File: src/design/tpu_pkg.sv
`default_nettype none

package tpu_pkg;

    // ==================================================
    // widths
    // ==================================================
    localparam int DATA_W = 8;                 // operand element
    localparam int ADDR_W = 4;                 // 16 rows per memory
    localparam int ACC_W  = 2 * DATA_W + 2;    // four products never wrap

    typedef logic signed [DATA_W-1:0] data_t;  // one signed operand byte
    typedef logic signed [ACC_W-1:0]  acc_t;   // one accumulated lane
    typedef logic        [ADDR_W-1:0] addr_t;  // memory row address

    // ==================================================
    // controller states
    // ==================================================
    typedef enum logic [1:0] {
        LOAD_IDLE,                             // waiting for fill or drain
        LOAD_FILL,                             // weight mem -> fifo
        LOAD_DRAIN                             // fifo -> array chain
    } load_state_t;

    typedef enum logic [1:0] {
        MULT_IDLE,
        MULT_ISSUE,                            // input rows leaving memory
        MULT_FLUSH                             // waiting on rows in flight
    } mult_state_t;

endpackage

`default_nettype wire

File: src/design/weight_fifo.sv
`timescale 1ns/1ps
`default_nettype none

module weight_fifo #(
    parameter int ARR_N = 4
) (
    input  logic                       clk,
    input  logic                       rst_n,
    input  logic                       push,
    input  logic                       pop,
    input  tpu_pkg::data_t [ARR_N-1:0] din,
    output tpu_pkg::data_t [ARR_N-1:0] dout
);

    // stage 0 is the newest row, stage ARR_N-1 the oldest
    tpu_pkg::data_t [ARR_N-1:0] stage [ARR_N];

    always_ff @(posedge clk) begin
        if (!rst_n) begin
            for (int i = 0; i < ARR_N; i++) begin
                stage[i] <= '0;                 // fifo cleared on reset
            end
        end else if (push || pop) begin
            stage[0] <= push ? din : '0;        // pop alone back-fills zeros
            for (int i = 1; i < ARR_N; i++) begin
                stage[i] <= stage[i-1];         // full push drops the oldest
            end
        end
    end

    assign dout = stage[ARR_N-1];               // oldest row out

endmodule

`default_nettype wire

File: config.mk
export PLATFORM = sky130hd
export DESIGN_NAME = weight_fifo
export DESIGN_NICKNAME = d
export VERILOG_FILES = /design/src/design/tpu_pkg.sv /design/src/design/weight_fifo.sv
export SDC_FILE = /design/constraint.sdc
export NUM_CORES = 1
export LEC_CHECK = 0
export BUFFER_PORTS_ARGS = -buffer_cell sky130_fd_sc_hd__buf_4
export CELL_PAD_IN_SITES_DETAIL_PLACEMENT = 1
export CELL_PAD_IN_SITES_GLOBAL_PLACEMENT = 2
export CORE_MARGIN = 5
export CORE_UTILIZATION = 46
export CTS_CLUSTER_SIZE = 28
export DETAILED_ROUTE_END_ITERATION = 10
export GPL_TIMING_DRIVEN = 0
export PLACE_DENSITY = 0.82
export RECOVER_POWER = 50
export SLEW_MARGIN = 10
export SYNTH_ARGS = -nofsm -noshare
export SYNTH_HDL_FRONTEND = slang
export SYNTH_SLANG_ARGS = --single-unit
export TNS_END_PERCENT = 50
File: constraint.sdc
create_clock -name clk -period 11 [get_ports clk]
set_clock_uncertainty 0.15 [all_clocks]
set_input_delay 1.1 -clock clk [delete_from_list [all_inputs] [get_ports clk]]
set_output_delay 1.1 -clock clk [all_outputs]
set_load 0.02 [all_outputs]
# After elaboration in Yosys (flattened, before gate mapping)
# Memories as Yosys holds them, arrays and structs flattened.
# Cells that the tools add are included.
# Widths: inputs -> output; s select.
[totals]
register_bits = 0
mem_bits_rw = 128
in_bits = 36
out_inout_bits = 32
wordCells = 15
memories = 1
[op_classes]
muxes = 9
n_bitwise = 4
n_reduce_logical = 1
[mem_list]
columns = ["name", "words", "word_bits", "read_ports", "rd_ports_with_merged_regs", "wr", "line", "rtl"]
rows = [
  ["stage", 4, 32, 4, 0, 4, "weight_fifo.sv:16", "tpu_pkg::data_t [ARR_N-1:0] stage [ARR_N];"],
]
[op_table]
columns = ["operator", "n"]
rows = [
  ["$mux 32", 5],
  ["$mux 1", 4],
  ["$or 1x1->1", 4],
  ["$logic_or 1x1->1", 1],
]

# Logic depth before layout (Yosys ltp)
[depth]
depth_word = 5
depth_mapped = 4
ltp_nobuf = 1

# Worst setup path before layout
# No wires, ideal clock.
[synth_path]
kind = "input to register"
from = "input port pop"
to = "memory stage[0][0] (netlist name) (enable)"
setup_ps = 494
arrival_ps = 4085
slack_ps = 6271
stages = 3
n_path_buf = 2
cell_sequence = "buf_6 buf_6 or3b_1"
[synth_rtl]
columns = ["element", "line", "rtl"]
rows = [
  ["from (decl)", "weight_fifo.sv:10", "input logic pop,"],
  ["to (decl)", "weight_fifo.sv:16", ""],
]

==> impl_metrics.ini <==
[logic_synthesis]
synth_top_area_share = 0.7341
synth.area.top_cells = edfxtp_1 (73%), o211a_1 (18%), and3_1 (3.8%), buf_2 (3.0%), buf_6 (1.1%)
synth_top_area_cell = edfxtp_1
yosysSeqAreaShare = 0.7341
syn_avg_cell_area_um2 = 17.69
synth_cells = 296
syn_nets = 332
yosys_warnings = 0
yosysUniqueCellTypes = 7
synth_seq_cells = 128
syn_area_um2 = 5236

[flow_run]
drv_cap = 0

[final_layout]
largest_reg_flops = 128
final_cell_area_um2 = 6487
area_delta_synth_final_pct = 23.89
layout.cells.most_common = edfxtp_1
drive_gt1_frac = 0.2864
regArea_um2 = 3844
final_nets = 417
mostFrequentLayoutCells = edfxtp_1 (128), o211a_1 (96), buf_4 (64)
multi_input_area_um2 = 1170
antennaDiodeCount = 0
reg_top3 = stage: 128 flops
top_register = stage
fillCellCount = 1062

[clocking]
cts_buffer_depth = 2
cts_tree = done
cts-root-buf = clkbuf_16
cts_htree_levels = 4
post_cts_buffers = 0
post_cts_resized = 0
path_clk_slew_ns = 0.05
cts-buffers-inserted = 17
cts_sinks = 128
clk_latency_ns = 0.41
holdBufCountCts = 0

[drt]
vias = 3011
vias_per_cell = 5.639
routed.top_layer = met4
drt_iter0_markers = 298
antenna_left = 0
wl_mm = 11.02
drc = 0
met3_length_um = 486
drt-met1-wl_mm = 4.538
wl_met2_mm = 5.900
first_pass_iters = 4
avgRoutedWirePerCell_um = 20.64

[worst_setup_path]
crit_chain = clkbuf_1 -> or3b_1 -> buf_16
path_class = primary input to flip-flop
arrival_ns = 2.78
required_ns = 10.98
worstReg2RegStart = stage[0][26]
rr_worst_depth = 1
crit_path_end = stage[3][16]
crit_slowest_cell = or3b_1
cp-startpoint = rst_n
critPathCaptureType = flip-flop
r2r_slack_ns = 10.03
r2r-end = stage[1][26]
cp-start-kind = primary input
max_stage_delay_ns = 0.85
cp_max_fo = 57

[worst_hold_path]
hold_class = flip-flop to flip-flop
hold_start = stage[2][10]

[sta]
rsz0062_at_grt = false
hold_violations = 0
max_freq_mhz = 356.6
fin_setup_tns_ns = 0
setup_ws_ns = 8.196
whs_ns = 0.3967
drv_slew = 0
period_needed_ns = 2.804
relSlewSlack = 0.2717
setup_viol = 0
max_slew.worst_pin.slew_ns = 1.093
final.period_utilization = 0.2549

[place]
gp_congestion = 0.7784
portBuffers = 64
pre_cts_slack_ns = 8.331
dpl-instance-area_um2 = 5953
dp_hpwl_mm = 7.087

[power_and_ir_drop]
power_per_cell_area_nw_per_um2 = 185.5
leakage_uw = 0.003565
ir_drop_mv = 0.08509

[run_status]
outcome = finished, final reports clean

[floorplanning]
fp.dieArea_um2 = 13620
rows = 39
io_pins = 68
initial_utilization = 0.4645
coreArea_um2 = 11270
die_w_um = 116.7
chipHeight_um = 116.7

[global_routing]
track_usage = 0.1734
grt_antenna_before_repair = 0
grt_pass1_vias = 3274
grt_max_degree = 58
grt_pass1_wl_mm = 17.31
grt.overflow.total = 0
-- cells in the mapped netlist (all sizes together) --
master,count
o211a,96
or3b,1
buf,36
and3,32
edfxtp,128
clkbuf,3
-- through the flow --
| stage | util | total power (uW) | cells |
|---|---|---|---|
| floorplan | - | 638.1 | 296 |
| global placement | 0.5230 | 672.6 | 503 |
| detailed placement | 0.5281 | 676.9 | 505 |
| CTS | 0.5774 | 1215 | 534 |
| global route | 0.5755 | 1243 | 534 |
| finish | 0.5755 | 1204 | 534 |
-- where the power goes --
part           switching [uW]  internal [uW]  leakage, uW
clock network             188            349     0.000277
logic                    49.4           34.4      0.00182
registers                10.3            572      0.00147
total                     248            956      0.00356
-- kinds of logic (layout without fill, tap and decap cells) --
kind of cell	after synthesis	count (layout)	synth area share
AOI/OAI and AO/OA	96	96	0.1835
buffers and inverters	39	134	0.04253
DFF	128	128	0.7341
and+or+nand+nor	33	33	0.03990
-- metal layers --
metal / GRT usage / vias up
li1: - / 1392
met1: 0.2079 / 1534
met2: 0.2996 / 78
met3: 0.05026 / 7
met4: 0.05963 / 0
met5: 0 / -
-- critical path: cells and delay by family --
kind	cells	cell delay (ns)
simple gates	1	0.85
buf+inv	2	0.80
-- worst min-delay path by stage --
| stage | end | depth (start not counted) |
|---|---|---|
| finish | stage[3][10] | 1 |
| global route | stage[2][31] | 1 |
| CTS | stage[2][0] | 1 |
| detailed placement | stage[1][12] | 1 |
| global placement | stage[3][4] | 1 |
| floorplan | stage[3][17] | 1 |
-- layout make-up --
class / count / share of cell area
clock inverter: 9 / 0.01832
multi-input combinational: 129 / 0.1803
timing repair buffer: 66 / 0.08255
buffer: 39 / 0.03144
sequential: 128 / 0.5925
clock buffer: 20 / 0.06731
tap: 143 / 0.02758
(Power assumes the default switching activity.)
