$ cat src/design/tpu_pkg.sv
`default_nettype none

package tpu_pkg;

    // ==================================================
    // widths
    // ==================================================
    localparam int DATA_W = 8;                 // operand element
    localparam int ADDR_W = 4;                 // 16 rows per memory
    localparam int ACC_W  = 2 * DATA_W + 2;    // four products never wrap

    typedef logic signed [DATA_W-1:0] data_t;  // one signed operand byte
    typedef logic signed [ACC_W-1:0]  acc_t;   // one accumulated lane
    typedef logic        [ADDR_W-1:0] addr_t;  // memory row address

    // ==================================================
    // controller states
    // ==================================================
    typedef enum logic [1:0] {
        LOAD_IDLE,                             // waiting for fill or drain
        LOAD_FILL,                             // weight mem -> fifo
        LOAD_DRAIN                             // fifo -> array chain
    } load_state_t;

    typedef enum logic [1:0] {
        MULT_IDLE,
        MULT_ISSUE,                            // input rows leaving memory
        MULT_FLUSH                             // waiting on rows in flight
    } mult_state_t;

endpackage

`default_nettype wire

$ cat src/design/row_mem.sv
`timescale 1ns/1ps
`default_nettype none

module row_mem #(
    parameter int ARR_N = 4
) (
    input  logic                             clk,
    input  logic                             wr_en,
    input  tpu_pkg::addr_t                   wr_addr,
    input  tpu_pkg::data_t [ARR_N-1:0]       wr_data,
    input  logic                             rd_en,
    input  tpu_pkg::addr_t                   rd_addr,
    output tpu_pkg::data_t [ARR_N-1:0]       rd_data
);

    localparam int DEPTH = 2 ** tpu_pkg::ADDR_W;

    tpu_pkg::data_t [ARR_N-1:0] mem [DEPTH];    // one full row per address

    always_ff @(posedge clk) begin
        if (wr_en) begin
            mem[wr_addr] <= wr_data;            // host write
        end
    end

    // registered read, holds last row while idle
    always_ff @(posedge clk) begin
        if (rd_en) begin
            rd_data <= mem[rd_addr];
        end
    end

endmodule

`default_nettype wire

$ cat config.mk
export PLATFORM = sky130hd
export DESIGN_NAME = row_mem
export DESIGN_NICKNAME = d
export VERILOG_FILES = /design/src/design/tpu_pkg.sv /design/src/design/row_mem.sv
export SDC_FILE = /design/constraint.sdc
export NUM_CORES = 1
export LEC_CHECK = 0
export ABC_CLOCK_PERIOD_IN_PS = 4700
export BUFFER_PORTS_ARGS = -buffer_cell sky130_fd_sc_hd__buf_2
export CORE_MARGIN = 2
export CORE_UTILIZATION = 60
export CTS_CLUSTER_DIAMETER = 200
export DETAILED_ROUTE_END_ITERATION = 10
export GPL_TIMING_DRIVEN = 0
export MAX_ROUTING_LAYER = met4
export PLACE_DENSITY = 0.78
export SLEW_MARGIN = 10
export SYNTH_ARGS = -nofsm -noshare
export SYNTH_HDL_FRONTEND = slang
export SYNTH_SLANG_ARGS = --single-unit
$ cat constraint.sdc
create_clock -name clk -period 4.7 [get_ports clk]
set_input_delay 0.705 -clock clk [delete_from_list [all_inputs] [get_ports clk]]
set_output_delay 0.705 -clock clk [all_outputs]
set_load 0.03 [all_outputs]
# Word-level counts from Yosys, hierarchy flattened
# Memory sizes are Yosys's and may differ from the RTL's. A register that Yosys moved wholly into a read port is not among the register bits.
# Cells that the tools add are included.
# totals
out_inout_bits,32
ff_bits,0
n_memories,1
input_bits,43
wordCells,3
ram_bits,512
# op_classes
muxes,2
# mem_list
name,depth,word_bits,rd,rd_ports_with_merged_regs,wr,line,source
mem,16,32,1,1,1,row_mem.sv:18,tpu_pkg::data_t [ARR_N-1:0] mem [DEPTH];
# op_table
op,n
2-to-1 mux 1 bit,2

# Logic depth before layout (Yosys ltp)
# depth
ltp_word,2
mapped_depth,5
depth_no_buf,3

# Least setup slack after synthesis
# Ideal clock, no wire load.
# synth_path
kind,input-to-reg
start,input wr_addr[2]
end,"memory mem[0][0] (netlist name), enable pin"
required_ps,4239
arrival_time_ps,3423
stages,2
setup_time_ps,461
setup_slack_ps,815
path_buffers,0
cell_sequence,or3b_2 > nor3_1
# synth_rtl
item,line,source
from (decl),row_mem.sv:9,"input tpu_pkg::addr_t wr_addr,"
to (decl),row_mem.sv:18,
# No word-level cell before the write port.

# Worst setup path after layout
# layout_path
start,input wr_addr[2]
end,"memory mem[0][22] (netlist name), enable pin"
# No word-level cell before the write port.

==> flow_metrics.env <==
export IMPL_min_path_type="in -> reg"
export IMPL_syn_area_per_cell_um2=24.1
export IMPL_relSlewSlack_pct=30.3
export IMPL_synth_area_um2=20200
export IMPL_drc=0
export IMPL_ys_types=17
export IMPL_leakage_nw=7.44
export IMPL_drtIter0Drc=1323
export IMPL_setup_ws_ns=2.37
export IMPL_fmax_mhz=429
export IMPL_postPlaceCellArea_um2=21700
export IMPL_rsz0062_at_grt="no"
export IMPL_clk_latency_ns=0.56
export IMPL_nets=1037
export IMPL_htree_levels=2
export IMPL_worst_pin_slew_ns=1.05
export IMPL_clkTransAtPathRegs_ns=0.06
export IMPL_synth_area_leader_cell="edfxtp_1"
export IMPL_overflow=0
export IMPL_numCtsBuffers=51
export IMPL_yosys_warnings=0
export IMPL_period_needed_ns=2.33
export IMPL_die_h_um=187
export IMPL_wl_um=44100
export IMPL_areaGrowthSynthToFinish_pct=15.2
export IMPL_hpwl_um=26500
export IMPL_yosysMostFrequentCell="edfxtp_1"
export IMPL_cts_root_buffer_cell="clkbuf_16"
export IMPL_finClkSkew_ns=0.0125
export IMPL_ctsResizeCount=0
export IMPL_syn_nets=881
export IMPL_clockBufferDepth=3
export IMPL_dr_pass1_iters=5
export IMPL_clock_sinks=544
export IMPL_routabilityCongestion=0.730
export IMPL_core_area_um2=33300
export IMPL_start_util_pct=60.6
export IMPL_async_flop_share_pct=0
export IMPL_hold_violations=0
export IMPL_synth_commonest_cells="544 x edfxtp_1, 128 x mux4_2, 64 x a22oi_1"
export IMPL_core_rowCount=67
export IMPL_synth_simple_area_share_pct=1.25
export IMPL_drv_slew=0
export IMPL_ctsHoldBuffers=0
export IMPL_synthAdderAreaFrac_pct=0
export IMPL_cp_required_ns=4.96
export IMPL_ys_seq_elements=544
export IMPL_die_x_um=187
export IMPL_setup_viol=0
export IMPL_grt_usage_pct=26.7
export IMPL_drive_gt1_share_pct=31.5
export IMPL_num_vias=9682
export IMPL_synth_cells=838
export IMPL_ir_drop_mv=0.404
export IMPL_die_area_um2=35100
export IMPL_p_per_area_nw_per_um2=422
export IMPL_grt_antenna_before_repair=3
export IMPL_synth_edff_count=544
export IMPL_netlist_top_cells_area="edfxtp_1 81%, mux4_2 14%, a22oi_1 2.4%"
export IMPL_cts_tree="done"
export IMPL_worstSetupPathType="in -> reg"
export IMPL_synth_area_mux_share_pct=14.3
export IMPL_start_kind="primary input"
export IMPL_drv_cap=0
export IMPL_grt_pass1_wl_um=65100
export IMPL_synthXorXnorAreaFrac_pct=0
export IMPL_ioPinCount=75
export IMPL_vias_per_cell=6.52
export IMPL_ys_seq_area_share_pct=81.0
export IMPL_post_place_ws_ns=1.82
export IMPL_outcome="finished, final reports clean"
export IMPL_crit_fanout=9
export IMPL_finish_instance_area_um2=23200
export IMPL_ant_nets=0
export IMPL_synthFlopType="edfxtp_1"
export IMPL_post_drt_wl_per_cell_um=29.7
export IMPL_grt_max_degree=33
export IMPL_synth_compound_area_share_pct=2.38
export IMPL_cp_arrival_ns=2.59
export IMPL_period_share_pct=49.6
export IMPL_portBuffers=72
export IMPL_critPathCaptureType="register"
export IMPL_synth_top_cell_area_share_pct=81.0
export IMPL_synth_top_family_by_area="multiplexers"
export IMPL_fill_cells=1880
export IMPL_grt_pass1_vias=10000
export IMPL_post_cts_setup_buffers=0
-- routing by layer --
metal	global-route usage, %	vias up	wire length (um)
li1	-	3921	-
met1	36.7	5131	17200
met2	42.2	551	22000
met3	4.69	79	4010
met4	7.69	0	974
met5	-	-	0
-- sequential cells by signal, indices dropped and copies added (netlist names) --
| register | count |
|---|---|
| rd_data | 32 |
| mem | 512 |
-- cells by family after synthesis --
| kind of cell | count (synthesis) |
|---|---|
| mux | 128 |
| simple gates | 59 |
| compound gates | 64 |
| buf+inv | 43 |
| flops | 544 |
-- per-stage QoR --
| step | power, W | cells | hold WS (ns) | util (%) | TNS (ns) |
|---|---|---|---|---|---|
| after floorplan | 0.00590 | 838 | 0.710 | - | 0 |
| after global placement | 0.00609 | 1358 | 0.723 | 63.4 | -185.91 |
| after detailed placement | 0.00614 | 1389 | 0.745 | 65.3 | 0 |
| after CTS | 0.00985 | 1481 | 0.496 | 69.8 | 0 |
| after global routing | 0.0101 | 1484 | 0.518 | 69.8 | 0 |
| final | 0.00981 | 1484 | 0.516 | 69.8 | 0 |
-- final timing paths --
kind               startpoint  cells past startpoint  slack, ns          end
hold / removal     wr_data[8]                      1       0.52    mem[8][8]
setup reg to reg   mem[3][30]                      3       3.15  rd_data[30]
hold reg to reg   mem[14][15]                      3       0.76  rd_data[15]
setup / recovery   wr_addr[2]                      6       2.37   mem[0][22]
-- cells in the final DEF (no fill, tap or decap) --
cell,instances
clkbuf_16,53
nand3b_1,2
buf_2,76
nand2b_1,2
edfxtp_1,544
mux4_2,128
nand3_1,1
clkinv_2,5
buf_1,9
nor2_1,1
nor2_4,12
a22oi_1,64
clkinv_1,19
buf_16,10
diode_2,3
inv_6,1
buf_4,21
nand2_1,33
buf_6,8
clkbuf_1,30
and2_1,1
nor2b_1,2
bufinv_16,1
buf_12,5
or3b_2,1
nor3_2,4
-- critical path, stage by stage --
cell and delay, ns:
buf_2 0.12, or3b_2 0.60, nor3_2 0.45, buf_6 0.24, buf_4 0.23, buf_4 0.23
-- where the power goes --
group	total [W]	leakage, nW	switching, W	internal [W]
clock network	0.00377	0.736	0.00167	0.00211
logic	0.000546	1.76	0.000343	0.000203
registers	0.00549	4.94	0.0000286	0.00547
total	0.00981	7.44	0.00204	0.00777
-- cell type report --
class | instances | area (um2) | area share, %
diodes | 3 | 7.51 | 0.0323
plain buffers | 43 | 223 | 0.958
clock buffers | 66 | 1380 | 5.92
clock inverters | 26 | 135 | 0.581
multi-input cells | 251 | 3730 | 16.0
flip-flops and latches | 544 | 16300 | 70.3
well taps | 448 | 561 | 2.41
repair buffers | 103 | 878 | 3.78
(Power assumes the default switching activity.)
