==> config.mk <==
export PLATFORM = sky130hd
export DESIGN_NAME = relu_out_mem
export DESIGN_NICKNAME = d
export VERILOG_FILES = /design/src/design/tpu_pkg.sv /design/src/design/relu_out_mem.sv
export SDC_FILE = /design/constraint.sdc
export NUM_CORES = 1
export LEC_CHECK = 0
export ABC_AREA = 1
export BUFFER_PORTS_ARGS = -buffer_cell sky130_fd_sc_hd__buf_2
export CORE_MARGIN = 1
export CORE_UTILIZATION = 30
export CTS_CLUSTER_SIZE = 40
export DETAILED_ROUTE_END_ITERATION = 8
export GPL_TIMING_DRIVEN = 0
export PLACE_DENSITY = 0.44
export REMOVE_ABC_BUFFERS = 1
export SYNTH_ARGS = -nofsm -noshare
export SYNTH_HDL_FRONTEND = slang
export SYNTH_SLANG_ARGS = --single-unit
==> constraint.sdc <==
create_clock -name clk -period 15.61 [get_ports clk]
set_input_delay 4.683 -clock clk [delete_from_list [all_inputs] [get_ports clk]]
set_output_delay 4.683 -clock clk [all_outputs]
set_load 0.1 [all_outputs]
==> src/design/tpu_pkg.sv <==
`default_nettype none

package tpu_pkg;

    // ==================================================
    // widths
    // ==================================================
    localparam int DATA_W = 8;                 // operand element
    localparam int ADDR_W = 4;                 // 16 rows per memory
    localparam int ACC_W  = 2 * DATA_W + 2;    // four products never wrap

    typedef logic signed [DATA_W-1:0] data_t;  // one signed operand byte
    typedef logic signed [ACC_W-1:0]  acc_t;   // one accumulated lane
    typedef logic        [ADDR_W-1:0] addr_t;  // memory row address

    // ==================================================
    // controller states
    // ==================================================
    typedef enum logic [1:0] {
        LOAD_IDLE,                             // waiting for fill or drain
        LOAD_FILL,                             // weight mem -> fifo
        LOAD_DRAIN                             // fifo -> array chain
    } load_state_t;

    typedef enum logic [1:0] {
        MULT_IDLE,
        MULT_ISSUE,                            // input rows leaving memory
        MULT_FLUSH                             // waiting on rows in flight
    } mult_state_t;

endpackage

`default_nettype wire

==> src/design/relu_out_mem.sv <==
`timescale 1ns/1ps
`default_nettype none

module relu_out_mem #(
    parameter int ARR_N = 4
) (
    input  logic                      clk,
    input  logic                      rst_n,
    input  logic                      start,    // accepted start only
    input  tpu_pkg::addr_t            out_base,
    input  logic                      res_valid,
    input  tpu_pkg::acc_t [ARR_N-1:0] res,
    input  tpu_pkg::addr_t            rd_addr,
    output tpu_pkg::acc_t [ARR_N-1:0] rd_data
);

    localparam int DEPTH = 2 ** tpu_pkg::ADDR_W;

    tpu_pkg::acc_t [ARR_N-1:0] mem [DEPTH];
    tpu_pkg::acc_t [ARR_N-1:0] clamped;
    tpu_pkg::addr_t            base_q;
    tpu_pkg::addr_t            wr_cnt;          // result row index

    always_ff @(posedge clk) begin
        if (!rst_n) begin
            base_q <= '0;
            wr_cnt <= '0;
        end else if (start) begin
            base_q <= out_base;
            wr_cnt <= '0;
        end else if (res_valid) begin
            wr_cnt <= wr_cnt + 1'b1;
        end
    end

    // relu per lane
    always_comb begin
        for (int j = 0; j < ARR_N; j++) begin
            clamped[j] = (res[j] < 0) ? '0 : res[j];
        end
    end

    always_ff @(posedge clk) begin
        if (res_valid) begin
            mem[base_q + wr_cnt] <= clamped;    // no stall, write on arrival
        end
        rd_data <= mem[rd_addr];                // host read, one cycle
    end

endmodule

`default_nettype wire

== Word level (Yosys, flattened, before mapping) ==
Memory sizes are Yosys's and may differ from the RTL's. A register that Yosys moved wholly into a read port is not among the register bits.
Index checks and enable logic that the tools add are counted.
W data, S select, Z words.

* Register bits after elaboration: 8
* Bits in writable memories: 1152
* Input port bits: 84
* Memories kept: 1

* Add/subtract/negate cells: 2
* Magnitude comparators: 4
* Multiplexer cells: 6
* Bitwise operators: 1
* Reductions and logical operators: 1

{| class="wikitable"
|+ Memories
! memory !! words !! bits a word !! rd ports !! clocked after Yosys merged registers in !! wr ports !! RTL line !! source
|-
| mem || 16 || 72 || 1 || 1 || 1 || relu_out_mem.sv:19 || <nowiki>tpu_pkg::acc_t [ARR_N-1:0] mem [DEPTH];</nowiki>
|}

{| class="wikitable"
|+ Operator list
! cell !! number
|-
| $lt A18 B1 Y1 const B || 4
|-
| $mux W18 || 4
|-
| $add A4 B1 Y4 const B || 1
|-
| $add A4 B4 Y4 || 1
|-
| $mux W1 || 2
|-
| $reduce_or A2 Y1 || 1
|-
| $not A1 Y1 || 1
|}

== Logic depth before layout (Yosys ltp) ==
* Depth in word-level cells: 2
* Gate-level depth with buffers: 10
* Gate-level depth less buffers: 7

== Least setup slack after synthesis ==
No wires, ideal clock.

* Path kind: input -> register
* Start point: input port res_valid
* End point: memory mem[3][0] in the netlist's numbering (enable)
* Arrival time: 7.971 ns
* Path slack: 7.145 ns
* Cell stages on the path: 3
* Buffers on the path: 1
* Path through: clkbuf_1 > nand3_1 > nor2_1

* Cells in the longest elaborated chain, start to end: 2

{| class="wikitable"
|+ RTL lines
! item !! RTL line !! source
|-
| start: declaration || relu_out_mem.sv:11 || <nowiki>input logic res_valid,</nowiki>
|-
| $mux W1 || relu_out_mem.sv:44 || <nowiki>if (res_valid) begin</nowiki>
|-
| $mux W1 (not written as such) || relu_out_mem.sv:45 || <nowiki>mem[base_q + wr_cnt] <= clamped;</nowiki>
|-
| end: declaration || relu_out_mem.sv:19 ||
|}

No other way between the ends.

==> summary.md <==
| Metric | Value |
|---|---|
| Setup tns final | 0 ns |
| Worst R2R Start | base_q[0]$_SDFFE_PN0P_ |
| Row cnt | 147 |
| Overall power | 7.27 mW |
| Fin area | 0.0575 mm^2 |
| Post-synthesis xor/xnor area fraction | 0.0539% |
| WHS | 0.482 ns |
| Post-synthesis cell count | 4675 |
| # port buffers | 151 |
| Antenna diodes | 0 |
| CP bufs+invs | 5 |
| DRC | 0 |
| Clock sink count | 1164 |
| Post-CTS resize count | 0 |
| Later-pin clock latency in the skew report | 0.77 ns |
| Die Height | 405 um |
| CTS hold repair buffers | 0 |
| Initial antenna violation count | 0 |
| Fin. max-slew vios | 0 |
| CP Launch Point | rd_addr[0] |
| Final ANT Viol Nets | 0 |
| Drt total wl | 136000 um |
| Fin util | 35.7% |
| Placed inst area | 0.0532 mm^2 |
| Arrival time at the worst endpoint | 7.56 ns |
| Clock Skew | 0.0288 ns |
| Unique masters post-synth | 19 |
| Largest cells by area after synthesis | edfxtp_1 (67%), nand2_1 (11%), nand3_1 (8.5%), inv_1 (6.9%), dfxtp_1 (3.1%) |
| R2R Setup Slk | 12.10 ns |
| I/O Pins | 156 |
| RSZ-0062 raised after global routing | no |
| Dpl ws | 7.82 ns |
| Main combinational cell family by area after synthesis | simple AND/OR/NAND/NOR gates |
| Reg2Reg Depth | 10 |
| Vias in the first global route | 30.1k |
| Post-DP HPWL | 74000 um |
| H-tree levels | 4 |
| Vias | 31.1k |
| Worst path max stage delay | 0.49 ns |
| Setup ws final | 8.65 ns |
| Avg Cell Area, Syn | 10.4 um^2 |
| Largest net degree at the start of global routing | 129 |
| Adder-cell share of the synthesized area | 0.144% |
| Sequential-to-total area share from yosys stat | 70.1% |
| Post-synth EDFFs | 1088 |
| Die area | 0.164 mm^2 |
| Synth top cells by count | nand2_1 (1435), edfxtp_1 (1088), inv_1 (892), nand3_1 (827), buf_2 (115) |
| CTS Buf Count | 135 |
| Number of DRC markers in iteration 0 | 1857 |
| Hold WC Path Type | reg2reg |
| Post-synthesis mux area share | 0% |
| Post-CTS setup buffer count | 0 |
| Crit-path leading delay family | buffers and inverters |
| First-pass GRT wire length | 200000 um |
| Reg2reg end | mem[4][69]$_DFFE_PP_ |
| Non-filler instance count after layout | 7080 |
| Root buffer cell | clkbuf_16 |
| Max-cap violations | 0 |
| Pwr Density | 126 mW/mm^2 |
| DR vias/cell | 4.39 |
| Setup crit end kind | flop |
| Detailed Routing Iterations Pass 1 | 5 |
| CP cell instances | buf_8 > buf_16 > inv_8 > buf_16 > buf_16 > nand2_1 > nand3_1 > nand3_1 > nand3_1 > nand2_1 |
| Actual slew at the worst max-slew pin | 1.04 ns |
| Worst setup SP type | input pin |
| CP max stage cell | buf_16 |
| Post-synthesis compound-gate area fraction | 0.113% |
| Fillers | 15.8k |
| Total grt overflow | 0 |
| Cells after DPL | 6834 |
| CTS tree | built |
| Routability cong. | 0.663 |
| Fmax | 144 MHz |
| Max-slew headroom | 30.2% |
| Final number of hold-violating endpoints | 0 |
| Most common cell in the netlist | nand2_1 |
| Crit path depth | 10 |
| Yosys reg bits | 1164 |
| Outcome | completed |
| Hold Path Origin | wr_cnt[2]$_SDFFE_PP0P_ |
| Share of cells above drive strength 1 | 9.07% |
| Main synth FF type | edfxtp_1 |
| Area grow syn2layout | 17.9% |
| CP Capture Point | rd_data[41]$_DFF_P_ |
| Peak supply drop | 0.000100 V |
| CP Class | in2reg |
| Leak | 24.4 nW |
| Drt wl/cell | 19.2 um |
| CP Max Fanout | 128 |
| Final count of negative-setup-slack endpoints | 0 |
| Worst-path clk slew | 0.06 ns |
| Fin crit period | 6.96 ns |
| Async SR Flop Fraction | 0% |
| Yosys top cell area share | 67.0% |
| Mapped Area | 0.0488 mm^2 |
| Placeable Area | 0.161 mm^2 |
| Starting Density | 30.3% |
| Post-synthesis simple-gate area fraction | 20.3% |
| Maximum clock path buffer count | 3 |
| Nets | 4900 |
| Fin crit share | 44.6% |
| Gr usage total | 16.7% |
| Yosys top cell by area | edfxtp_1 |
| Required @ worst endpoint | 16.21 ns |
| Die width | 405 um |
| Yosys warnings | 0 |
## tightest hold or removal path, cell delays in order, from the launching register on
cell,delay [ns]
dfxtp_1,0.32
inv_1,0.06
a21oi_1,0.05
## cell usage in the layout (no fill, tap or decap), types with 35 or more instances in the layout
cell type	instances
clkbuf_16	142
buf_2	147
buf_16	35
nor2_1	80
buf_12	48
edfxtp_1	1088
dfxtp_1	76
inv_1	891
nand3_1	827
nand2_1	1435
## worst min path at each step
stage	endpoint	slack [ns]	cells after the start
after floorplan	wr_cnt[2]$_SDFFE_PP0P_	0.45	2
after global placement	wr_cnt[2]$_SDFFE_PP0P_	0.47	2
after global routing	wr_cnt[2]$_SDFFE_PP0P_	0.52	2
after CTS	wr_cnt[2]$_SDFFE_PP0P_	0.49	2
final	wr_cnt[2]$_SDFFE_PP0P_	0.48	2
after detailed placement	wr_cnt[2]$_SDFFE_PP0P_	0.47	2
## layer usage
layer / vias up / routed length (um) / GRT usage [%]
met5: - / 0 / 0
met3: 179 / 4980 / 2.64
met2: 494 / 65200 / 27.9
met4: 0 / 2820 / 4.63
met1: 15100 / 63100 / 22.3
li1: 15300 / - / -
## flip-flops by register name, summed over array words and instances (netlist names)
| register | flops |
|---|---|
| base_q | 4 |
| rd_data | 68 |
| wr_cnt | 4 |
| mem | 1088 |
## power by group
group          internal [mW]  switching (mW)
Clock                   1.84            1.28
Combinational          0.137           0.487
Sequential              3.50          0.0213
Total                   5.48            1.79
## final cells by class
type | count | area, um^2 | area share, %
Sequential cell | 1164 | 34200 | 59.4
Multi-Input combinational cell | 2381 | 10200 | 17.7
Clock buffer | 173 | 3710 | 6.45
Inverter | 895 | 3390 | 5.89
Timing Repair Buffer | 234 | 2720 | 4.72
Tap cell | 2160 | 2700 | 4.70
Clock inverter | 73 | 644 | 1.12
## kinds of logic (layout without fill, tap and decap cells)
logic type	count (synthesis)	count (layout)
other	1	4
buffers and inverters	1133	1375
AND/OR/NAND/NOR	2358	2358
adder cells (fa/ha/maj)	5	5
flip-flops	1164	1164
AO/OA/AOI/OAI	11	11
XOR/XNOR	3	3
Power figures use the tool's default switching activity.
