`src/design/tpu_pkg.sv`:
```
`default_nettype none

package tpu_pkg;

    // ==================================================
    // widths
    // ==================================================
    localparam int DATA_W = 8;                 // operand element
    localparam int ADDR_W = 4;                 // 16 rows per memory
    localparam int ACC_W  = 2 * DATA_W + 2;    // four products never wrap

    typedef logic signed [DATA_W-1:0] data_t;  // one signed operand byte
    typedef logic signed [ACC_W-1:0]  acc_t;   // one accumulated lane
    typedef logic        [ADDR_W-1:0] addr_t;  // memory row address

    // ==================================================
    // controller states
    // ==================================================
    typedef enum logic [1:0] {
        LOAD_IDLE,                             // waiting for fill or drain
        LOAD_FILL,                             // weight mem -> fifo
        LOAD_DRAIN                             // fifo -> array chain
    } load_state_t;

    typedef enum logic [1:0] {
        MULT_IDLE,
        MULT_ISSUE,                            // input rows leaving memory
        MULT_FLUSH                             // waiting on rows in flight
    } mult_state_t;

endpackage

`default_nettype wire

```
`src/design/mult_ctrl.sv`:
```
`timescale 1ns/1ps
`default_nettype none

module mult_ctrl (
    input  logic           clk,
    input  logic           rst_n,
    input  logic           start,
    input  tpu_pkg::addr_t in_base,
    input  tpu_pkg::addr_t m_rows,              // 0 means 16 rows
    input  logic           load_busy,
    input  logic           res_valid,
    output logic           in_rd_en,
    output tpu_pkg::addr_t in_rd_addr,
    output logic           a_valid,
    output logic           busy,
    output logic           done
);

    tpu_pkg::mult_state_t state;
    tpu_pkg::addr_t       rd_cnt;               // rows issued
    tpu_pkg::addr_t       ret_cnt;              // rows returned
    tpu_pkg::addr_t       base_q;
    tpu_pkg::addr_t       last_q;               // m_rows - 1, wraps for 16
    logic                 accept;

    assign busy   = (state != tpu_pkg::MULT_IDLE) || done;
    assign accept = start && !busy && !load_busy;

    always_ff @(posedge clk) begin
        if (accept) begin
            base_q <= in_base;
            last_q <= m_rows - 1'b1;
        end
    end

    // ==================================================
    // state machine
    // ==================================================
    always_ff @(posedge clk) begin
        if (!rst_n) begin
            state   <= tpu_pkg::MULT_IDLE;
            rd_cnt  <= '0;
            ret_cnt <= '0;
            done    <= 1'b0;
        end else begin
            done <= 1'b0;
            case (state)
                tpu_pkg::MULT_IDLE: begin
                    if (accept) begin
                        state   <= tpu_pkg::MULT_ISSUE;
                        rd_cnt  <= '0;
                        ret_cnt <= '0;
                    end
                end
                tpu_pkg::MULT_ISSUE: begin
                    rd_cnt <= rd_cnt + 1'b1;
                    if (rd_cnt == last_q) begin
                        state <= tpu_pkg::MULT_FLUSH;
                    end
                end
                tpu_pkg::MULT_FLUSH: begin
                    if (res_valid && ret_cnt == last_q) begin  // last row written now
                        state <= tpu_pkg::MULT_IDLE;
                        done  <= 1'b1;
                    end
                end
                default: state <= tpu_pkg::MULT_IDLE;
            endcase
            // long runs return rows while still issuing
            if (state != tpu_pkg::MULT_IDLE && res_valid) begin
                ret_cnt <= ret_cnt + 1'b1;
            end
        end
    end

    always_ff @(posedge clk) begin
        if (!rst_n) begin
            a_valid <= 1'b0;
        end else begin
            a_valid <= in_rd_en;                // matches memory latency
        end
    end

    assign in_rd_en   = (state == tpu_pkg::MULT_ISSUE);
    assign in_rd_addr = base_q + rd_cnt;

endmodule

`default_nettype wire

```
`config.mk`:
```
export PLATFORM = sky130hd
export DESIGN_NAME = mult_ctrl
export DESIGN_NICKNAME = d
export VERILOG_FILES = /design/src/design/tpu_pkg.sv /design/src/design/mult_ctrl.sv
export SDC_FILE = /design/constraint.sdc
export NUM_CORES = 1
export LEC_CHECK = 0
export BUFFER_PORTS_ARGS = -buffer_cell sky130_fd_sc_hd__buf_2
export CORE_MARGIN = 2
export CORE_UTILIZATION = 45
export DETAILED_ROUTE_END_ITERATION = 7
export PLACE_DENSITY_LB_ADDON = 0.12
export SLEW_MARGIN = 15
export SYNTH_ARGS = -nofsm -noshare
export SYNTH_HDL_FRONTEND = slang
export SYNTH_SLANG_ARGS = --single-unit
export TNS_END_PERCENT = 20
```
`constraint.sdc`:
```
create_clock -name clk -period 3.1 [get_ports clk]
set_input_delay 0.62 -clock clk [delete_from_list [all_inputs] [get_ports clk]]
set_output_delay 0.62 -clock clk [all_outputs]
set_load 0.1 [all_outputs]
```
# ---- Yosys cells after proc, flatten, opt, wreduce, memory -nomap -nowiden
# Cells that the tools add are included.
# W data, S select, Z words.
dict set report classes {
  addsub 4
  eq_ne 7
  n_mux 9
  n_reduce_logical 16
}
# cell n
set ops {}
lappend ops {{$mux W4} 3}
lappend ops {{$add A4 B1 Y4 const B} 2}
lappend ops {{$eq A4 B4 Y1} 2}
lappend ops {{$pmux W4 S2} 1}
lappend ops {{$reduce_bool A2 Y1} 4}
lappend ops {{$mux W2} 3}
lappend ops {{$pmux W2 S3} 1}
lappend ops {{$reduce_and A2 Y1} 3}
lappend ops {{$add A4 B4 Y4} 1}
lappend ops {{$logic_and A1 B1 Y1} 4}
lappend ops {{$ne A2 B2 Y1 const B} 2}
lappend ops {{$sub A4 B1 Y4 const B} 1}
lappend ops {{$reduce_and A3 Y1} 1}
lappend ops {{$eq A2 B1 Y1 const B} 1}
lappend ops {{$eq A2 B2 Y1 const B} 1}
lappend ops {{$logic_not A1 Y1} 2}
lappend ops {{$logic_not A2 Y1} 1}
lappend ops {{$ne A2 B1 Y1 const B} 1}
lappend ops {{$logic_or A1 B1 Y1} 1}
lappend ops {{$mux W1} 1}
dict set report word_totals {
  register_bits 20
  elab_cells 43
}

# ---- Logic depth before layout (Yosys ltp)
dict set report logic_depth {
  ltp_word 8
  mapped_depth 5
  depth_no_buf 4
}

# ---- Least setup slack after synthesis
# No wires, ideal clock.
dict set report synth_timing {
  path_type {flip-flop to output port}
  start {reg rd_cnt[0]}
  end {out in_rd_addr[2]}
  t_arrival_ps 2568
  required_ps 2480
  path_slack_ps -88
  path_stages_with_launch 5
  n_path_buf 0
  path_cell_list {dfxtp_1 ha_1 inv_1 fa_1 xnor2_1}
}
dict set report synth_via {
  elab_chain_cells 1
}
# element line
set synth_rtl {}
lappend synth_rtl {{from (decl)} mult_ctrl.sv:20} ;# tpu_pkg::addr_t rd_cnt;
lappend synth_rtl {{from (signal assigned)} mult_ctrl.sv:56} ;# rd_cnt <= rd_cnt + 1'b1;
lappend synth_rtl {{$add A4 B4 Y4} mult_ctrl.sv:85} ;# assign in_rd_addr = base_q + rd_cnt;
lappend synth_rtl {{to (decl)} mult_ctrl.sv:13} ;# output tpu_pkg::addr_t in_rd_addr,
# Every way passes these cells.

# ---- Final worst setup path
# Ends and elaborated chain as after synthesis.

==> results.yml <==
power_and_ir_drop:
  leakage_nw: 0.542
  power.total_uw: 531
  p_comb_share_pct: 21.3
  power_density_nw_per_um2: 453
  internal-power_uw: 361
  p_switching_uw: 170
  p_sw_share_pct: 32.1
  vdd.ir_drop.worst_mv: 0.322
  p_seq_share_pct: 55.1
  power_frac_clock_pct: 23.6
route:
  drt-initial-drc-count: 9
  drc: 0
  ant_nets: 0
  viasPerCell: 4.91
  vias: 731
  finalWirelength_mm: 1.68
  dr.pass1.iters: 4
  wl_per_cell_um: 11.3
worst_setup_path:
  crit_chain: "ha_1, inv_1, fa_1, xnor2_2, buf_2"
  critPathArrivalTime_ps: 1980
  crit_buf_inv: 2
  timing.rr.end: "base_q[1]"
  worstSetupStartpoint: "rd_cnt[0]"
  cp-end-kind: "primary output"
  critPathKind: "flop to primary output"
  cp-start-kind: "flop"
  cp_slowest_cell: "dfxtp_1"
  cp_top_family: "adder cells"
  r2r_slack_ps: 1180
  r2r_start: "state[0]"
  ff2ff_path_depth: 3
  critical_path_required_ps: 2480
  crit_fanout: 6
  cp_slowest_stage_delay_ps: 460
global_route:
  grt_pass1_wl_mm: 2.88
  antenna_found_initial: 0
  grt_usage_pct: 14.7
  grt.busiest_layer: "met2"
  met3_usage_pct: 3.45
  use_met2_pct: 23.3
  grt_pass1_vias: 696
  grt_overflow: 0
  met1_usage_pct: 19.1
  grt_max_degree: 12
cts:
  post_cts_resized: 0
  cts_buffers: 3
  htreeDepth: 1
  cts_setup_buffers: 0
  hold_buffers: 0
  cts.clk_slew.worst_paths_ps: 110
  cts_tree: "yes"
  cts_sinks: 20
  root_buffer: "clkbuf_4"
  clockBufferDepth: 2
  clock_latency_ps: 300
timing:
  worst_slew_pin_slew_ps: 486
  period_needed_ps: 2600
  fmaxAchievable_ghz: 0.385
  finalHoldViolCount: 0
  finalClockSkew_ps: 6.49
  slew_violations: 0
  setup_tns_ps: 0
  maxSlewHeadroom_pct: 67.8
  setup_violations: 0
  worst_hold_slack_ps: 488
  grt_setup_unrepaired: "no"
  fin_crit_sh_pct: 83.8
finish:
  drive_above_1_share_pct: 22.3
  area.growth.synth_to_final_pct: 14.7
  diodes: 0
  fin_nets: 142
  fillers: 203
  layout_commonest_cell: "buf_2"
  layout.cells.non_filler: 149
  final_cell_mix: "buf_2, dfxtp_1, inv_1, nand2_1, edfxtp_1"
floorplanning:
  ios: 21
  initial_core_util_pct: 47.1
  die_w_um: 51.7
  design.die.area_um2: 2670
  die_height_um: 51.7
  row_count: 17
  core_area_um2: 2170
hold_path:
  hold-path-endpoint: "base_q[1]"
  whs_path_depth: 1
  holdCritStartpoint: "in_base[1]"
  hp-class: "input pin to flop"
flow_run:
  drv_cap: 0
synthesis:
  synth.distinct_cells: 28
  yosysSeqAreaShare_pct: 47.0
  syn_inst: 100
  syn-cell-area_um2: 1020
  synth-seq-cells: 20
  yosys_warnings: 0
  syn_area_per_cell_um2: 10.2
  synth_fp_nets: 120
run_status:
  status: "complete, no violations"
placement:
  dpl.hpwl_mm: 1.31
  io_buffers: 20
  dp_cells: 145
  gp_congestion: 0.782
layer usage:
layer | vias to the layer above | routed length, um
met5 | - | 0
met4 | 0 | 13
met3 | 2 | 54
met2 | 10 | 799
met1 | 335 | 816
li1 | 384 | -
power by group through the flow:
stage | logic (mW) | clock network [mW] | registers [mW]
after floorplan | 0.0911 | 0 | 0.301
after global placement | 0.112 | 0 | 0.299
after detailed placement | 0.114 | 0 | 0.299
after CTS | 0.114 | 0.133 | 0.293
after global routing | 0.122 | 0.144 | 0.294
final | 0.113 | 0.125 | 0.292
cells in the mapped netlist:
cell	n	share of area, %
a21boi_0	3	2.2
a21o_1	1	0.73
a21oi_1	3	1.5
a31oi_1	1	0.61
and3_1	2	1.2
and3_2	1	0.73
and3_4	1	1.1
buf_6	1	1.1
clkbuf_1	2	0.73
dfxtp_1	12	24
edfxtp_1	8	24
fa_1	1	2.0
ha_1	6	7.3
inv_1	10	3.7
nand2_1	8	2.9
nand3_1	4	2.0
nand4_1	2	1.2
nor2_1	5	1.8
nor3_1	3	1.5
nor3b_1	1	0.73
o21a_1	4	2.9
o21ai_0	3	1.5
o2bb2ai_1	1	0.86
or2b_1	1	0.73
or3_4	1	1.1
or3b_1	1	0.86
xnor2_1	8	6.9
xor2_1	6	5.1
stage by stage:
| stage | area [um^2] | setup WS, ps | utilization (%) |
|---|---|---|---|
| floorplan | 1030 | 91.1 | - |
| global placement | 1150 | 874 | 52.8 |
| detailed placement | 1150 | 838 | 52.8 |
| CTS | 1170 | 482 | 54.0 |
| global route | 1170 | 382 | 54.0 |
| finish | 1170 | 503 | 54.0 |
area by class of cell:
cell class	count	area (um^2)	share of cell area, %
multi-input combinational	67	493	42.0
clock buffer	3	22.5	1.92
inverter	10	37.5	3.20
timing repair buffer	20	100	8.54
sequential	20	480	41.0
tap	28	35.0	2.99
clock inverter	1	3.75	0.320
worst max path at each step:
stage | slack, ps | to | cells after the start
after floorplan | 90 | in_rd_addr[3] | 4
after global placement | 870 | in_rd_addr[2] | 5
after detailed placement | 840 | in_rd_addr[2] | 5
after CTS | 480 | in_rd_addr[2] | 5
after global routing | 380 | in_rd_addr[2] | 5
final | 500 | in_rd_addr[2] | 5
state kept, by name (all words and copies together), names as in the netlist:
signal   count
a_valid      1
base_q       4
done         1
last_q       4
rd_cnt       4
ret_cnt      4
state        2
cells by family (layout without fill, tap and decap cells):
kind of cell | count (synthesis) | after routing | synth area share, %
simple gates | 30 | 30 | 15.9
compound gates | 16 | 16 | 10.3
buf+inv | 13 | 34 | 5.51
xor+xnor | 14 | 14 | 12.0
fa+ha+maj | 7 | 7 | 9.30
flops | 20 | 20 | 47.0
Power figures use the tool's default switching activity.
