$ cat src/design/tpu_pkg.sv
`default_nettype none

package tpu_pkg;

    // ==================================================
    // widths
    // ==================================================
    localparam int DATA_W = 8;                 // operand element
    localparam int ADDR_W = 4;                 // 16 rows per memory
    localparam int ACC_W  = 2 * DATA_W + 2;    // four products never wrap

    typedef logic signed [DATA_W-1:0] data_t;  // one signed operand byte
    typedef logic signed [ACC_W-1:0]  acc_t;   // one accumulated lane
    typedef logic        [ADDR_W-1:0] addr_t;  // memory row address

    // ==================================================
    // controller states
    // ==================================================
    typedef enum logic [1:0] {
        LOAD_IDLE,                             // waiting for fill or drain
        LOAD_FILL,                             // weight mem -> fifo
        LOAD_DRAIN                             // fifo -> array chain
    } load_state_t;

    typedef enum logic [1:0] {
        MULT_IDLE,
        MULT_ISSUE,                            // input rows leaving memory
        MULT_FLUSH                             // waiting on rows in flight
    } mult_state_t;

endpackage

`default_nettype wire

$ cat src/design/weight_load_ctrl.sv
`timescale 1ns/1ps
`default_nettype none

module weight_load_ctrl #(
    parameter int ARR_N = 4
) (
    input  logic           clk,
    input  logic           rst_n,
    input  logic           fill_fifo,
    input  logic           drain_fifo,
    input  tpu_pkg::addr_t w_base,
    input  logic           mult_busy,
    output logic           w_rd_en,
    output tpu_pkg::addr_t w_rd_addr,
    output logic           fifo_push,
    output logic           fifo_pop,
    output logic           w_shift,
    output logic           fill_done,
    output logic           drain_done,
    output logic           load_busy
);

    localparam int CNT_W = $clog2(ARR_N + 2);   // counts up to ARR_N+1

    tpu_pkg::load_state_t state;
    logic [CNT_W-1:0]     cnt;                  // single row counter
    tpu_pkg::addr_t       base_q;               // w_base at accept
    logic                 accept_ok;

    assign accept_ok = (state == tpu_pkg::LOAD_IDLE) && !mult_busy;

    always_ff @(posedge clk) begin
        if (accept_ok && fill_fifo) begin
            base_q <= w_base;
        end
    end

    // ==================================================
    // state machine
    // ==================================================
    always_ff @(posedge clk) begin
        if (!rst_n) begin
            state      <= tpu_pkg::LOAD_IDLE;
            cnt        <= '0;
            fill_done  <= 1'b0;
            drain_done <= 1'b0;
        end else begin
            fill_done  <= 1'b0;                 // pulses only
            drain_done <= 1'b0;
            case (state)
                tpu_pkg::LOAD_IDLE: begin
                    cnt <= '0;
                    if (accept_ok && fill_fifo) begin
                        state <= tpu_pkg::LOAD_FILL;
                    end else if (accept_ok && drain_fifo) begin
                        state <= tpu_pkg::LOAD_DRAIN;
                    end
                end
                tpu_pkg::LOAD_FILL: begin
                    cnt <= cnt + 1'b1;
                    if (cnt == CNT_W'(ARR_N + 1)) begin  // last push landed
                        state     <= tpu_pkg::LOAD_IDLE;
                        fill_done <= 1'b1;
                    end
                end
                tpu_pkg::LOAD_DRAIN: begin
                    cnt <= cnt + 1'b1;
                    if (cnt == CNT_W'(ARR_N)) begin      // chain full
                        state      <= tpu_pkg::LOAD_IDLE;
                        drain_done <= 1'b1;
                    end
                end
                default: state <= tpu_pkg::LOAD_IDLE;
            endcase
        end
    end

    // reads on cnt 0..N-1, pushes trail by one for memory latency
    assign w_rd_en   = (state == tpu_pkg::LOAD_FILL) && (cnt < CNT_W'(ARR_N));
    assign w_rd_addr = base_q + tpu_pkg::addr_t'(cnt);
    assign fifo_push = (state == tpu_pkg::LOAD_FILL) && (cnt != '0)
                       && (cnt <= CNT_W'(ARR_N));
    assign w_shift   = (state == tpu_pkg::LOAD_DRAIN) && (cnt < CNT_W'(ARR_N));
    assign fifo_pop  = w_shift;                 // one fifo row per shift
    assign load_busy = (state != tpu_pkg::LOAD_IDLE);

endmodule

`default_nettype wire

$ cat config.mk
export PLATFORM = sky130hd
export DESIGN_NAME = weight_load_ctrl
export DESIGN_NICKNAME = d
export VERILOG_FILES = /design/src/design/tpu_pkg.sv /design/src/design/weight_load_ctrl.sv
export SDC_FILE = /design/constraint.sdc
export NUM_CORES = 1
export LEC_CHECK = 0
export BUFFER_PORTS_ARGS = -buffer_cell sky130_fd_sc_hd__buf_2
export CORE_MARGIN = 2
export CORE_UTILIZATION = 40
export CTS_CLUSTER_DIAMETER = 200
export DETAILED_ROUTE_END_ITERATION = 8
export GPL_TIMING_DRIVEN = 0
export MAX_ROUTING_LAYER = met4
export PLACE_DENSITY_LB_ADDON = 0.3
export SLEW_MARGIN = 10
export SYNTH_ARGS = -nofsm -noshare
export SYNTH_HDL_FRONTEND = slang
export SYNTH_SLANG_ARGS = --single-unit
$ cat constraint.sdc
create_clock -name clk -period 2.03 [get_ports clk]
set_input_delay 0.609 -clock clk [delete_from_list [all_inputs] [get_ports clk]]
set_output_delay 0.609 -clock clk [all_outputs]
set_load 0.05 [all_outputs]
Yosys cells after proc, flatten, opt, wreduce, memory -nomap -nowiden
Cells that the tools add are included.
Widths: inputs -> output; s select.
{"block": "op_classes", "n_addsub": 2, "reduce_logical": 16, "n_mux": 8, "n_lt_le_gt_ge": 2, "n_eq_ne": 7}
{"op": "$mux 2", "n": 4}
{"op": "$logic_and 1x1->1", "n": 7}
{"op": "$eq 3x3->1 const B", "n": 2}
{"op": "$pmux 2 s3", "n": 1}
{"op": "$pmux 3 s2", "n": 1}
{"op": "$add 4x3->4", "n": 1}
{"op": "$ne 2x2->1 const B", "n": 2}
{"op": "$reduce_and 2->1", "n": 2}
{"op": "$reduce_bool 2->1", "n": 2}
{"op": "$add 3x1->3 const B", "n": 1}
{"op": "$le 3x3->1 const B", "n": 1}
{"op": "$lt 3x3->1 const B", "n": 1}
{"op": "$ne 3x1->1 const B", "n": 1}
{"op": "$reduce_and 3->1", "n": 1}
{"op": "$reduce_bool 3->1", "n": 1}
{"op": "$eq 2x1->1 const B", "n": 1}
{"op": "$eq 2x2->1 const B", "n": 1}
{"op": "$logic_not 2->1", "n": 1}
{"op": "$mux 1", "n": 2}
{"op": "$reduce_or 2->1", "n": 1}
{"op": "$logic_not 1->1", "n": 1}
{"block": "totals", "input_bits": 9, "ff_bits": 11, "output_inout_bits": 11, "word_cells": 40}

Depth between registers and ports, before layout
{"block": "depth", "ltp_word": 6, "ltp_mapped": 5, "depth_no_buf": 5}

Least setup slack after synthesis
Ideal clock, no wire load.
{"block": "synth_timing", "path_type": "flip-flop to output port", "startpoint": "reg cnt[0]", "endpoint": "out w_rd_addr[2]", "path_slack_ns": -0.391, "required_ns": 1.421, "n_path_buf": 0, "path_stages_with_launch": 5, "arrival_ns": 1.812, "path_cell_list": "dfxtp_1 ha_1 inv_1 fa_1 xnor2_1"}
{"block": "synth_between", "elab_chain_cells": 1}
{"item": "from (decl)", "line_no": "weight_load_ctrl.sv:26", "rtl": "logic [CNT_W-1:0] cnt;"}
{"item": "from (signal assigned)", "line_no": "weight_load_ctrl.sv:60", "rtl": "cnt <= cnt + 1'b1;"}
{"item": "from (signal assigned)", "line_no": "weight_load_ctrl.sv:67", "rtl": "cnt <= cnt + 1'b1;"}
{"item": "$add 4x3->4", "line_no": "weight_load_ctrl.sv:80", "rtl": "assign w_rd_addr = base_q + tpu_pkg::addr_t'(cnt);"}
{"item": "to (decl)", "line_no": "weight_load_ctrl.sv:14", "rtl": "output tpu_pkg::addr_t w_rd_addr,"}
No other way between the ends.

Worst setup path in the final report
{"block": "layout_timing", "startpoint": "reg base_q[1]", "endpoint": "out w_rd_addr[3]"}
{"block": "layout_between", "elab_chain_cells": 1}
{"item": "from (decl)", "line_no": "weight_load_ctrl.sv:27", "rtl": "tpu_pkg::addr_t base_q;"}
{"item": "from (signal assigned)", "line_no": "weight_load_ctrl.sv:34", "rtl": "base_q <= w_base;"}
{"item": "$add 4x3->4", "line_no": "weight_load_ctrl.sv:80"}
No other way between the ends.

==> results by stage <==
Outcome:
- The flow ran to the end, but the final reports show violations.
- The checks that failed: setup timing.

Timing:
- Of the available clock period, the critical path in the final layout requires 1.08.
- The final max-slew violation count is 0.
- On the final layout, the worst clock skew is 0.465 ps.
- Headroom to the max-slew limit came out at 0.499.
- Timing would allow up to 456 MHz.
- Setup violations remaining at the end of the flow were counted as 3.
- The final sum of negative setup slack is -392 ps.
- Once routing completed, OpenROAD measured the worst setup slack at -163 ps.
- The slew at the pin closest to its max-slew limit is 745 ps.
- The clock period minus final worst setup slack is 2190 ps.
- The tightest hold margin is 498 ps.
- The final-report hold violation count was 0.
- Setup repair after global routing could not meet its margin everywhere.

Drt:
- The post-detailed-routing wire length is 1310 um.
- The number of optimization iterations in the first detailed-route pass is 4.
- Once detail routing completed, the nets flagged for antenna violations numbered 0.
- After detailed routing, the number of remaining DRC violations is 0.
- The violation count after the first detailed-routing iteration is 11.
- The routed length per placed instance is 12.1 um.
- Detailed routing inserted a total of 555 vias.
- The via density per instance is 5.14.

Power and ir drop:
- The internal portion of the total power is 465 uW.
- The combinational share of power is 0.452.
- The leakage power is 0.452 nW.
- For this design the ratio of total power to cell area is 755 mW/mm2.
- Across the VDD grid, the largest voltage drop is 0.381 mV.
- Of the total power, the share spent switching nets is 0.375.
- The share of total power dissipated in sequential elements is 0.349.
- The post-layout total power is 744 uW.
- Of the total power, the clock network draws 0.199.
- The switching power summed over all nets is 279 uW.

Yosys:
- The number of library cell types mapped by synthesis is 26.
- The average cell area after synthesis is 10.6 um2.
- After synthesis the cells add up to 692 um2.
- In the synthesized netlist, the number of instances is 65.
- The count of yosys warnings during synthesis is 0.
- Of the synthesized area, sequential elements account for 0.376.
- Synthesis inferred 11 register bits.
- Synthesis produced a netlist with a net count of 85.

CTS:
- Clock tree synthesis inserted a total of 3 buffers.
- The clock-pin slew reported for the worst setup and hold paths after clock tree synthesis is 70 ps.
- The number of H-tree levels is 1.
- The maximum count of clock buffers along a single path is 2.
- TritonCTS built the clock tree.
- The CTS sink count is 11.
- The number of hold buffers added after CTS was 0.
- Clock latency on the worst-skew pair, taken at its later pin, is 270 ps.
- CTS placed an instance of clkbuf_4 at the clock tree root.

Cells and area:
- The top cell types in the final layout, fill and taps aside, are 12 x buf_2, 6 x ha_1, 5 x inv_2, 5 x inv_1, 5 x buf_6.
- The fraction of final layout cells with drive strength greater than 1 is 0.560.
- For this run, the post-layout net count is 112.
- The finished cells cover 985 um2.
- The repair_antennas step left the layout with diodes totalling 0.
- The finished layout holds 108 standard cells, fillers aside.
- The most frequent standard cell in the layout excluding fill and tap cells is buf_2.
- The layout overhead on the synthesized area is 42.3%.

Hold path:
- The number of instances on the worst hold path is 2.
- The beginning of the worst hold path is cnt[1].
- The worst hold path terminates at cnt[1].
- The path type of the worst min-delay path is flop to flop.

Place:
- The cell total after placement is 101.
- The estimated wirelength of the detail-placed design is 948 um.
- Input and output buffers added on the ports amount to 19.
- Summing all placed instances gives a cell area of 831 um2.
- The final weighted congestion of routability-driven global placement is 0.795.

Critical path:
- The cell at the slowest stage of the critical path is edfxtp_1.
- The critical path in this run is classified as flop to primary output.
- Along the worst path, the maximum fanout reaches 2.
- For flop-to-flop paths, the worst setup slack is 270 ps.
- At the worst endpoint, the required time is 1420 ps.
- The depth of the most critical reg-to-reg path is 4.
- The kind of launch point of the worst setup path is a flop.
- STA classifies the critical path endpoint as a primary output.
- The maximum single-stage delay on the critical path is 390 ps.
- Data on the critical path arrives at its endpoint at 1580 ps.
- The worst register-to-register path begins at state[1].
- The worst register-to-register path ends at base_q[1].
- The critical path goes through ha_1 -> a21o_1 -> a21oi_2 -> xnor2_2 -> buf_6.

GRT:
- The aggregate global-route resource usage is 0.143.
- The first global-routing pass estimated 2040 um of wire.
- The number of antenna violations at the first check in global routing came to 0.
- The via count of the first global-routing pass came to 467.
- Entering global routing, the biggest net connects 10 pins.
- The sum of overflow across all layers after global routing is 0.

Die:
- The total die area is 0.00208 mm2.
- The die boundary height is 45.6 um.
- The I/O pin count is 20.
- From left edge to right edge, the die measures 45.6 um.
- The area of the placeable core is 0.00167 mm2.
- For this configuration, the core starts out at a cell density of 0.414.
- The number of cell rows is 15.

Flow run:
- The number of violations of the max-capacitance limit is 0.
## cell families (layout without fill, tap and decap cells)
group           after synthesis  after routing  synth area share
fa+ha+maj                    11             11             0.210
xor+xnor                      3              3            0.0380
buf+inv                      11             37            0.0651
compound gates               11             11             0.132
simple gates                 18             18             0.179
flops                        11             11             0.376
## flip-flops by register name, indices dropped and copies added (netlist names)
signal / cells
cnt: 3
base_q: 4
state: 2
fill_done: 1
drain_done: 1
## power groups by stage
| stage | Sequential, mW | Combinational [mW] | Clock, mW |
|---|---|---|---|
| after global placement | 0.262 | 0.267 | 0 |
| after global routing | 0.262 | 0.360 | 0.165 |
| after CTS | 0.255 | 0.309 | 0.155 |
| after floorplan | 0.259 | 0.222 | 0 |
| final | 0.259 | 0.336 | 0.148 |
| after detailed placement | 0.262 | 0.271 | 0 |
## Yosys cell counts
library cell  number  area, um2
nand2b_1           2       12.5
a21oi_1            4       20.0
inv_1             10       37.5
dfxtp_1            7        140
nor3b_1            1       7.51
nand4_1            1       6.26
xnor2_1            3       26.3
nand2_1            1       3.75
a221oi_2           1       15.0
nand3b_1           1       7.51
and3_4             1       11.3
buf_4              1       7.51
ha_1              10        125
and4_2             2       20.0
nor2b_1            4       25.0
and2_1             1       6.26
o21bai_4           1       18.8
nor3_1             1       5.00
a21o_1             1       7.51
nand4bb_1          1       11.3
edfxtp_1           4        120
nor2_1             2       7.51
fa_1               1       20.0
a32o_2             1       11.3
o21ai_0            2       10.0
o2111ai_1          1       8.76
## per-stage QoR
step	util	setup slack, ps
detailed placement	0.497	-78.8
global route	0.590	-256
CTS	0.559	-188
finish	0.590	-163
global placement	0.497	-64.4
floorplan	-	-99.3
## timing repair
action | 4_1_cts | 5_1_grt
pin swaps | 1 | 3
hold endpoints to repair | 0 | 0
resized for setup | 22 | 13
gates cloned | 0 | 0
endpoints found under the setup margin | 6 | 7
setup buffers | 3 | 0
## critical path: cells and delay by family (launching register included)
kind	cells	cell delay, ps
adders and majority gates	1	280
AOI/OAI and AO/OA	2	340
buffers and inverters	1	170
xor gates and xnor gates	1	130
DFF	1	390
## final cells by class
cell class,count,area (um2)
buffer,1,7.51
clock buffer,4,26.3
fill,139,686
inverter,10,37.5
multi-input combinational,43,463
sequential,11,268
tap,17,21.3
timing repair buffer,22,161
## worst max path at each step
| stage | startpoint | endpoint | slack, ps | cells past startpoint |
|---|---|---|---|---|
| after detailed placement | cnt[2] | w_rd_addr[3] | -80 | 4 |
| after global routing | base_q[1] | w_rd_addr[3] | -260 | 5 |
| after CTS | base_q[1] | w_rd_addr[3] | -190 | 5 |
| final | base_q[1] | w_rd_addr[3] | -160 | 5 |
| after global placement | cnt[2] | w_rd_addr[3] | -60 | 4 |
| after floorplan | cnt[0] | w_rd_addr[2] | -100 | 4 |
## routing by layer
layer | up-vias | global-route usage | wire, um | share of wire
li1 | 278 | - | - | -
met4 | 0 | 0.0353 | 0 | 0
met3 | 0 | 0.0595 | 64 | 0.049
met2 | 18 | 0.203 | 643 | 0.49
met5 | - | - | 0 | 0
met1 | 259 | 0.187 | 600 | 0.46
Note: power is estimated with default switching activity, not from simulation.
